`src/include/reflex_cfg.svh`:
```
`ifndef REFLEX_CFG_SVH
`define REFLEX_CFG_SVH

//////////////////////////////
// parameter reset defaults
//////////////////////////////

// tick half count after reset
// period is half count plus one
`define HALF_CNT_RESET    32'd9
// unity synaptic gain
`define SYN_GAIN_RESET    32'sd1

// trigger strobe bit positions
`define TRIG_HALF_CNT     0
`define TRIG_SYN_GAIN     6

// synapse model constants
// charge injected per sensory spike
`define SYN_WEIGHT        32'sd1024
// leak per tick as arithmetic shift
`define SYN_DECAY_SHIFT   3

//////////////////////////////
// readback endpoint addresses
//////////////////////////////
`define RD_SYN_LO         8'h20
`define RD_SYN_HI         8'h21
`define RD_SN_LO          8'h24
`define RD_SN_HI          8'h25
`define RD_MN_LO          8'h26
`define RD_MN_HI          8'h27

`endif
```
`src/rtl/reflex_pkg.sv`:
```
package reflex_pkg;

    // one host wire half
    typedef logic [15:0] half_word_t;

    // assembled unsigned parameter word
    typedef logic [31:0] param_word_t;

    // signed synaptic gain
    typedef logic signed [31:0] gain_t;

    // signed synaptic current
    typedef logic signed [31:0] current_t;

    // latched spike count for one window
    typedef logic [31:0] spike_count_t;

    // readback endpoint address
    typedef logic [7:0] rd_addr_t;

    // trigger strobe vector
    // one bit per parameter
    typedef logic [15:0] trig_vec_t;

endpackage

```
`src/rtl/reflex_loop_top.sv`:
```
`timescale 1ns/1ps

module reflex_loop_top
(
    input  logic                   ep50trig,
    input  logic                   reset_sim,
    input  reflex_pkg::half_word_t i_wire_lo,
    input  reflex_pkg::half_word_t i_wire_hi,
    input  reflex_pkg::trig_vec_t  i_trig,
    input  logic                   i_sn_spike,
    input  logic                   i_mn_spike,
    input  reflex_pkg::rd_addr_t   i_rd_addr,
    output reflex_pkg::half_word_t o_rd_data
);
    import reflex_pkg::*;

    // parameters out of the host bank
    param_word_t  half_cnt;
    gain_t        syn_gain;
    // shared simulation time base
    logic         sim_tick;
    // results for readback
    spike_count_t sn_count;
    spike_count_t mn_count;
    current_t     syn_scaled;

    //////////////////////////////
    // host parameters and tick
    //////////////////////////////
    param_bank u_param_bank
    (
        .ep50trig   (ep50trig),
        .reset_sim  (reset_sim),
        .i_wire_lo  (i_wire_lo),
        .i_wire_hi  (i_wire_hi),
        .i_trig     (i_trig),
        .o_half_cnt (half_cnt),
        .o_syn_gain (syn_gain)
    );

    sim_tick_gen u_tick_gen
    (
        .ep50trig   (ep50trig),
        .reset_sim  (reset_sim),
        .i_half_cnt (half_cnt),
        .o_sim_tick (sim_tick)
    );

    //////////////////////////////
    // spike counts and synapse
    //////////////////////////////

    // sensory side
    spike_counter u_sn_count
    (
        .ep50trig   (ep50trig),
        .reset_sim  (reset_sim),
        .i_spike    (i_sn_spike),
        .i_sim_tick (sim_tick),
        .o_count    (sn_count)
    );

    // motor side
    spike_counter u_mn_count
    (
        .ep50trig   (ep50trig),
        .reset_sim  (reset_sim),
        .i_spike    (i_mn_spike),
        .i_sim_tick (sim_tick),
        .o_count    (mn_count)
    );

    // sensory spikes feed the synapse
    syn_current u_syn_current
    (
        .ep50trig     (ep50trig),
        .reset_sim    (reset_sim),
        .i_spike      (i_sn_spike),
        .i_sim_tick   (sim_tick),
        .i_syn_gain   (syn_gain),
        .o_syn_scaled (syn_scaled)
    );

    readback_mux u_readback
    (
        .ep50trig     (ep50trig),
        .reset_sim    (reset_sim),
        .i_rd_addr    (i_rd_addr),
        .i_syn_scaled (syn_scaled),
        .i_sn_count   (sn_count),
        .i_mn_count   (mn_count),
        .o_rd_data    (o_rd_data)
    );

endmodule

```
`src/rtl/readback_mux.sv`:
```
`timescale 1ns/1ps
`include "reflex_cfg.svh"

module readback_mux
(
    input  logic                     ep50trig,
    input  logic                     reset_sim,
    input  reflex_pkg::rd_addr_t     i_rd_addr,
    input  reflex_pkg::current_t     i_syn_scaled,
    input  reflex_pkg::spike_count_t i_sn_count,
    input  reflex_pkg::spike_count_t i_mn_count,
    output reflex_pkg::half_word_t   o_rd_data
);
    import reflex_pkg::*;

    // decoded half for the presented address
    half_word_t rd_sel;

    //////////////////////////////
    // endpoint decode
    //////////////////////////////

    // even address low half, odd address high half
    always_comb
    begin
        case (i_rd_addr)
            `RD_SYN_LO: rd_sel = i_syn_scaled[15:0];
            `RD_SYN_HI: rd_sel = i_syn_scaled[31:16];
            `RD_SN_LO:  rd_sel = i_sn_count[15:0];
            `RD_SN_HI:  rd_sel = i_sn_count[31:16];
            `RD_MN_LO:  rd_sel = i_mn_count[15:0];
            `RD_MN_HI:  rd_sel = i_mn_count[31:16];
            // unmapped endpoints read zero
            default:    rd_sel = '0;
        endcase
    end

    // data valid one cycle after the address
    always_ff @(posedge ep50trig or posedge reset_sim)
    begin
        if (reset_sim)
        begin
            o_rd_data <= '0;
        end
        else
        begin
            o_rd_data <= rd_sel;
        end
    end

endmodule

```
`src/rtl/syn_current.sv`:
```
`timescale 1ns/1ps
`include "reflex_cfg.svh"

module syn_current
(
    input  logic                 ep50trig,
    input  logic                 reset_sim,
    input  logic                 i_spike,
    input  logic                 i_sim_tick,
    input  reflex_pkg::gain_t    i_syn_gain,
    output reflex_pkg::current_t o_syn_scaled
);
    import reflex_pkg::*;

    // synaptic current state
    current_t cur_q;
    // next current after leak and injection
    current_t cur_next;
    // full width product of current and gain
    logic signed [63:0] prod_full;

    //////////////////////////////
    // leak and inject
    //////////////////////////////

    // leak first on a tick
    // then a spike in the same cycle adds its charge
    always_comb
    begin
        cur_next = cur_q;
        if (i_sim_tick)
        begin
            cur_next = cur_q - (cur_q >>> `SYN_DECAY_SHIFT);
        end
        if (i_spike)
        begin
            cur_next = cur_next + `SYN_WEIGHT;
        end
    end

    // current moves only on tick or spike cycles
    always_ff @(posedge ep50trig or posedge reset_sim)
    begin
        if (reset_sim)
        begin
            cur_q <= '0;
        end
        else if (i_sim_tick || i_spike)
        begin
            cur_q <= cur_next;
        end
    end

    //////////////////////////////
    // gain scaling
    //////////////////////////////

    // signed multiply with the low word kept
    assign prod_full = cur_q * i_syn_gain;

    // one register stage behind the current
    always_ff @(posedge ep50trig or posedge reset_sim)
    begin
        if (reset_sim)
        begin
            o_syn_scaled <= '0;
        end
        else
        begin
            o_syn_scaled <= current_t'(prod_full[31:0]);
        end
    end

endmodule

```
`src/rtl/spike_counter.sv`:
```
`timescale 1ns/1ps

module spike_counter
(
    input  logic                     ep50trig,
    input  logic                     reset_sim,
    input  logic                     i_spike,
    input  logic                     i_sim_tick,
    output reflex_pkg::spike_count_t o_count
);
    import reflex_pkg::*;

    // running count inside the current window
    spike_count_t run_cnt;
    // running count with this cycle's spike folded in
    spike_count_t run_next;

    assign run_next = run_cnt + spike_count_t'(i_spike);

    //////////////////////////////
    // window accumulator
    //////////////////////////////

    // restart at zero after each tick
    always_ff @(posedge ep50trig or posedge reset_sim)
    begin
        if (reset_sim)
        begin
            run_cnt <= '0;
        end
        else if (i_sim_tick)
        begin
            run_cnt <= '0;
        end
        else
        begin
            run_cnt <= run_next;
        end
    end

    // latch the complete window total
    // host never sees a partial count
    always_ff @(posedge ep50trig or posedge reset_sim)
    begin
        if (reset_sim)
        begin
            o_count <= '0;
        end
        else if (i_sim_tick)
        begin
            o_count <= run_next;
        end
    end

endmodule

```
`src/rtl/sim_tick_gen.sv`:
```
`timescale 1ns/1ps

module sim_tick_gen
(
    input  logic                    ep50trig,
    input  logic                    reset_sim,
    input  reflex_pkg::param_word_t i_half_cnt,
    output logic                    o_sim_tick
);
    import reflex_pkg::*;

    // free running window counter
    param_word_t tick_cnt;

    // tick when the counter reaches the half count
    // greater-or-equal covers a half count lowered mid window
    assign o_sim_tick = (tick_cnt >= i_half_cnt);

    // counter wraps to 0 in the tick cycle
    // so one window spans half count plus one cycles
    always_ff @(posedge ep50trig or posedge reset_sim)
    begin
        if (reset_sim)
        begin
            tick_cnt <= '0;
        end
        else if (o_sim_tick)
        begin
            tick_cnt <= '0;
        end
        else
        begin
            tick_cnt <= tick_cnt + 32'd1;
        end
    end

endmodule

```
`src/rtl/param_bank.sv`:
```
`timescale 1ns/1ps
`include "reflex_cfg.svh"

module param_bank
(
    input  logic                    ep50trig,
    input  logic                    reset_sim,
    input  reflex_pkg::half_word_t  i_wire_lo,
    input  reflex_pkg::half_word_t  i_wire_hi,
    input  reflex_pkg::trig_vec_t   i_trig,
    output reflex_pkg::param_word_t o_half_cnt,
    output reflex_pkg::gain_t       o_syn_gain
);
    import reflex_pkg::*;

    // assembled host word
    // high half sits above the low half
    param_word_t host_word;

    assign host_word = {i_wire_hi, i_wire_lo};

    //////////////////////////////
    // tick half count
    //////////////////////////////

    // loads on trigger bit 0
    // holds from the cycle after the strobe
    always_ff @(posedge ep50trig or posedge reset_sim)
    begin
        if (reset_sim)
        begin
            o_half_cnt <= `HALF_CNT_RESET;
        end
        else if (i_trig[`TRIG_HALF_CNT])
        begin
            o_half_cnt <= host_word;
        end
    end

    //////////////////////////////
    // synaptic gain
    //////////////////////////////

    // loads on trigger bit 6
    // host word taken as a signed integer
    always_ff @(posedge ep50trig or posedge reset_sim)
    begin
        if (reset_sim)
        begin
            o_syn_gain <= `SYN_GAIN_RESET;
        end
        else if (i_trig[`TRIG_SYN_GAIN])
        begin
            o_syn_gain <= gain_t'(host_word);
        end
    end

    // remaining trigger bits have no register here

endmodule

```
`config.mk`:
```
export PLATFORM = sky130hd
export DESIGN_NAME = reflex_loop_top
export DESIGN_NICKNAME = d
export VERILOG_FILES = /design/src/rtl/reflex_pkg.sv /design/src/rtl/reflex_loop_top.sv /design/src/rtl/readback_mux.sv /design/src/rtl/syn_current.sv /design/src/rtl/spike_counter.sv /design/src/rtl/sim_tick_gen.sv /design/src/rtl/param_bank.sv
export VERILOG_INCLUDE_DIRS = /design/src /design/src/include
export SDC_FILE = /design/constraint.sdc
export NUM_CORES = 2
export LEC_CHECK = 0
export ABC_AREA = 1
export BUFFER_PORTS_ARGS = -buffer_cell sky130_fd_sc_hd__clkbuf_2
export CAP_MARGIN = 10
export CORE_MARGIN = 5
export CORE_UTILIZATION = 50
export DETAILED_ROUTE_END_ITERATION = 10
export GPL_TIMING_DRIVEN = 1
export PLACE_DENSITY = 0.75
export SYNTH_ARGS = -nofsm -noshare
export SYNTH_HDL_FRONTEND = slang
export SYNTH_HIERARCHICAL = 1
export SYNTH_SLANG_ARGS = --single-unit
```
`constraint.sdc`:
```
create_clock -name ep50trig -period 16.5 [get_ports ep50trig]
set_clock_uncertainty 0.1 [all_clocks]
set_input_delay 2.475 -clock ep50trig [delete_from_list [all_inputs] [get_ports ep50trig]]
set_output_delay 2.475 -clock ep50trig [all_outputs]
set_load 0.01 [all_outputs]
```
==> flow_summary.json <==
{
  "crit_type": "flip-flop to flip-flop",
  "reg2reg_from": "u_syn_current/cur_q[15]",
  "grt_max_degree": 97,
  "hold_depth": 2,
  "cts.repair.resized": 0,
  "cts_buffers": 35,
  "synth_mux_area_frac": 0,
  "synth_compound_area_frac": 0.02496,
  "area_delta_synth_final_pct": 5.995,
  "critPathTopFamily": "adder cells",
  "setup_viol": 0,
  "worstPathMaxFanout": 19,
  "hold_viol_final": 0,
  "cts_setup_buffers": 0,
  "nFillCells": 6754,
  "cts-hold-fix-buffers": 0,
  "grt_pass1_wl_mm": 148.7,
  "hold_class": "flip-flop to flip-flop",
  "irDropWorstVdd_mv": 0.4356,
  "min_period_ns": 7.635,
  "postLayoutCellArea_um2": 37830,
  "ys_seq_area_frac": 0.2133,
  "ff2ff_path_depth": 24,
  "die_h_um": 277.2,
  "drtPass1Iterations": 6,
  "insertion_delay_ns": 0.56,
  "worstHoldStart": "u_param_bank/o_half_cnt[0]",
  "cp_slowest_cell": "dfrtp_1",
  "synth_area_um2": 35690,
  "core_area_um2": 71120,
  "rows": 98,
  "tightest_slew_ns": 1.038,
  "final_nets": 5491,
  "vias_per_cell": 5.033,
  "die_x_um": 277.2,
  "startpoint_type": "flip-flop",
  "ios": 76,
  "max_slew_margin": 0.3082,
  "synth-xor-area-share": 0.03593,
  "synth_cells": 4839,
  "wl_mm": 90.58,
  "fin_util": 0.5319,
  "holdPathEnd": "u_param_bank/o_half_cnt[0]",
  "hpwl_mm": 69.66,
  "clockBufferDepth": 3,
  "setup.worst_path.end_class": "flip-flop",
  "drc": 0,
  "p_leak_nw": 21.98,
  "vias": 29090,
  "worst-path-buf-inv": 5,
  "cp.arrival_ns": 7.92,
  "gp_congestion": 0.9354,
  "drtIter0Drc": 1946,
  "crit_top_cell": "fa_1",
  "max_freq_mhz": 131.0,
  "cpPeakStageDelay_ns": 0.95,
  "reg2reg_to": "u_syn_current/o_syn_scaled[31]",
  "h-tree-depth": 2,
  "synth_top_family_by_area": "adder cells",
  "yosysUniqueCellTypes": 53,
  "drv_slew": 0,
  "clockRootBuffer": "clkbuf_16",
  "portBuffers": 61,
  "clock-sinks": 304,
  "dpl-instance-area_um2": 36620,
  "drive_above_1_share": 0.07931,
  "syn_nets": 5527,
  "reg2reg_slack_ns": 8.87,
  "ys.warnings.count": 6,
  "status": "complete, no violations",
  "cp_cell_sequence": "nand2_1, fa_1, inv_1, fa_1, inv_1, fa_1, inv_1, fa_1, inv_1, fa_1, inv_1, fa_1, fa_1, fa_1, ha_1, nand2_1, nor4_1, nand3_1, nand3_1, nand3_1, nand2_1, a21oi_1, nand3_1, nand2_1",
  "yosys.area_share.simple": 0.2782,
  "worstPathRequired_ns": 16.79,
  "grtUsageTotal": 0.2358,
  "clk_pin_slew_worst_paths_ns": 0.06,
  "synthAdderAreaFrac": 0.3062,
  "min_period_over_period": 0.4627,
  "start_util": 0.5018,
  "dieArea_um2": 76820,
  "grt-ovfl-total": 0,
  "ant_nets": 0,
  "synth-seq-cells": 304,
  "rsz0062_at_grt": "false",
  "grt_antenna_before_repair": 1,
  "cap_violations": 0,
  "wl_per_cell_um": 15.67,
  "cts_tree": "done",
  "syn_area_per_cell_um2": 7.376,
  "pwr_density_cell_nw_per_um2": 171.9,
  "grt_pass1_vias": 29440,
  "finalSetupTns_ns": 0
}
==> placed cells by master (no fill, tap or decap), types with 5 or more instances in the layout <==
cell type | Yosys | layout
nor3_1 | 15 | 15
clkbuf_8 | 3 | 7
and2_1 | 13 | 13
o21ai_1 | 8 | 8
nor2_8 | 5 | 5
nor2_1 | 248 | 248
nand3_1 | 224 | 224
nand2_4 | 8 | 9
nor2_4 | 27 | 27
o21bai_1 | 6 | 6
clkinvlp_4 | 0 | 6
ha_1 | 219 | 219
nand4_1 | 33 | 33
inv_1 | 1082 | 1078
inv_2 | 27 | 31
nand2_1 | 1589 | 1588
clkbuf_2 | 0 | 61
nand3_2 | 14 | 14
fa_1 | 409 | 409
xor2_1 | 75 | 75
buf_4 | 11 | 38
nor2_2 | 42 | 42
clkbuf_16 | 0 | 35
a21oi_1 | 77 | 77
xnor2_1 | 64 | 64
nand3b_1 | 8 | 8
dfrtp_1 | 301 | 301
o21ai_0 | 50 | 50
a21o_1 | 6 | 6
nand2_2 | 75 | 75
nor3_2 | 5 | 5
==> power breakdown <==
group | total (W) | switching (W) | internal (W)
combinational | 0.00472 | 0.00294 | 0.00178
clock | 0.000812 | 0.000337 | 0.000476
sequential | 0.000972 | 0.0000931 | 0.000879
total | 0.00650 | 0.00337 | 0.00313
==> synth_stat cells, drive strengths merged <==
cell	n	area (um^2)
a21o	6	45.04
a21oi	77	385.4
a31oi	4	25.02
and2	13	81.33
and3	1	6.260
buf	61	411.7
clkbuf	111	446.7
clkinv	3	11.26
dfrtp	301	7532
dfstp	3	78.83
fa	409	8188
ha	219	2740
inv	1111	4180
nand2	1672	6524
nand3	238	1261
nand3b	8	60.06
nand4	34	219.0
nor2	322	1598
nor3	21	141.4
nor3b	1	12.51
nor4	2	12.51
o21a	2	15.01
o21ai	61	316.6
o21bai	6	45.04
o221ai	2	17.52
o22ai	4	25.02
o31ai	1	7.510
o41ai	1	8.760
or2	2	12.52
xnor2	64	560.5
xor2	79	721.9
==> worst register-to-register path, stage by stage (launching register included) <==
cell     delay (ns)
dfrtp_1        0.95
nand2_1        0.18
fa_1           0.56
inv_1          0.06
fa_1           0.55
inv_1          0.06
fa_1           0.53
inv_1          0.05
fa_1           0.50
inv_1          0.05
fa_1           0.54
inv_1          0.05
fa_1           0.44
fa_1           0.54
fa_1           0.45
ha_1           0.38
nand2_1        0.11
nor4_1         0.39
nand3_1        0.12
nand3_1        0.18
nand3_1        0.11
nand2_1        0.15
a21oi_1        0.16
nand3_1        0.12
nand2_1        0.15
==> state kept, by name, indices dropped and copies added (netlist names) <==
register                    cells
u_param_bank/o_syn_gain        32
u_param_bank/o_half_cnt        32
u_mn_count/o_count             32
u_sn_count/run_cnt             32
u_mn_count/run_cnt             32
u_sn_count/o_count             32
u_syn_current/o_syn_scaled     32
u_syn_current/cur_q            32
u_readback/o_rd_data           16
u_tick_gen/tick_cnt            32
==> cell type report <==
type                       count  area, um^2  share of cell area
antenna                        1       2.502          0.00006615
clock buffer                  45       983.4             0.02600
clock inverter                18       225.2            0.005953
inverter                    1114        4192              0.1108
multi-input combinational   3249       23040              0.6090
sequential                   304        7611              0.2012
tap                          950        1189             0.03142
timing repair buffer          99       590.6             0.01561
==> logic make-up (layout without fill, tap and decap cells) <==
group | count (synthesis) | in the layout
flip-flops | 304 | 304
AND/OR/NAND/NOR | 2314 | 2314
other | 0 | 1
buffers and inverters | 1286 | 1276
AO/OA/AOI/OAI | 164 | 164
XOR/XNOR | 143 | 143
adder cells (fa/ha/maj) | 628 | 628
==> layer usage <==
layer	vias to the layer above	wire, um	track usage
li1	14040	-	-
met3	240	4962	0.03060
met1	13930	37900	0.3062
met5	-	0	0
met4	0	4047	0.09251
met2	888	43660	0.4036
==> per-stage QoR <==
stage	power (W)	setup WS [ns]	instances	hold WS [ns]
final	0.006505	8.865	5780	0.3649
after global routing	0.007091	8.611	5779	0.3921
after CTS	0.006453	8.975	5779	0.3676
after detailed placement	0.005616	8.936	5716	0.3622
after global placement	0.005458	9.079	5716	0.3534
after floorplan	0.004312	9.716	4839	0.3366
==> worst max-delay path by stage <==
| stage | slack (ns) | end | startpoint | cells past startpoint |
|---|---|---|---|---|
| floorplan | 9.72 | u_syn_current/o_syn_scaled[28] | u_param_bank/o_syn_gain[2] | 28 |
| global placement | 9.08 | u_syn_current/o_syn_scaled[31] | u_param_bank/o_syn_gain[11] | 24 |
| detailed placement | 8.94 | u_syn_current/o_syn_scaled[31] | u_syn_current/cur_q[15] | 24 |
| CTS | 8.98 | u_syn_current/o_syn_scaled[31] | u_syn_current/cur_q[15] | 24 |
| global route | 8.61 | u_syn_current/o_syn_scaled[31] | u_syn_current/cur_q[15] | 24 |
| finish | 8.87 | u_syn_current/o_syn_scaled[31] | u_syn_current/cur_q[15] | 24 |
No activity file was read; power rests on OpenSTA's default activity.
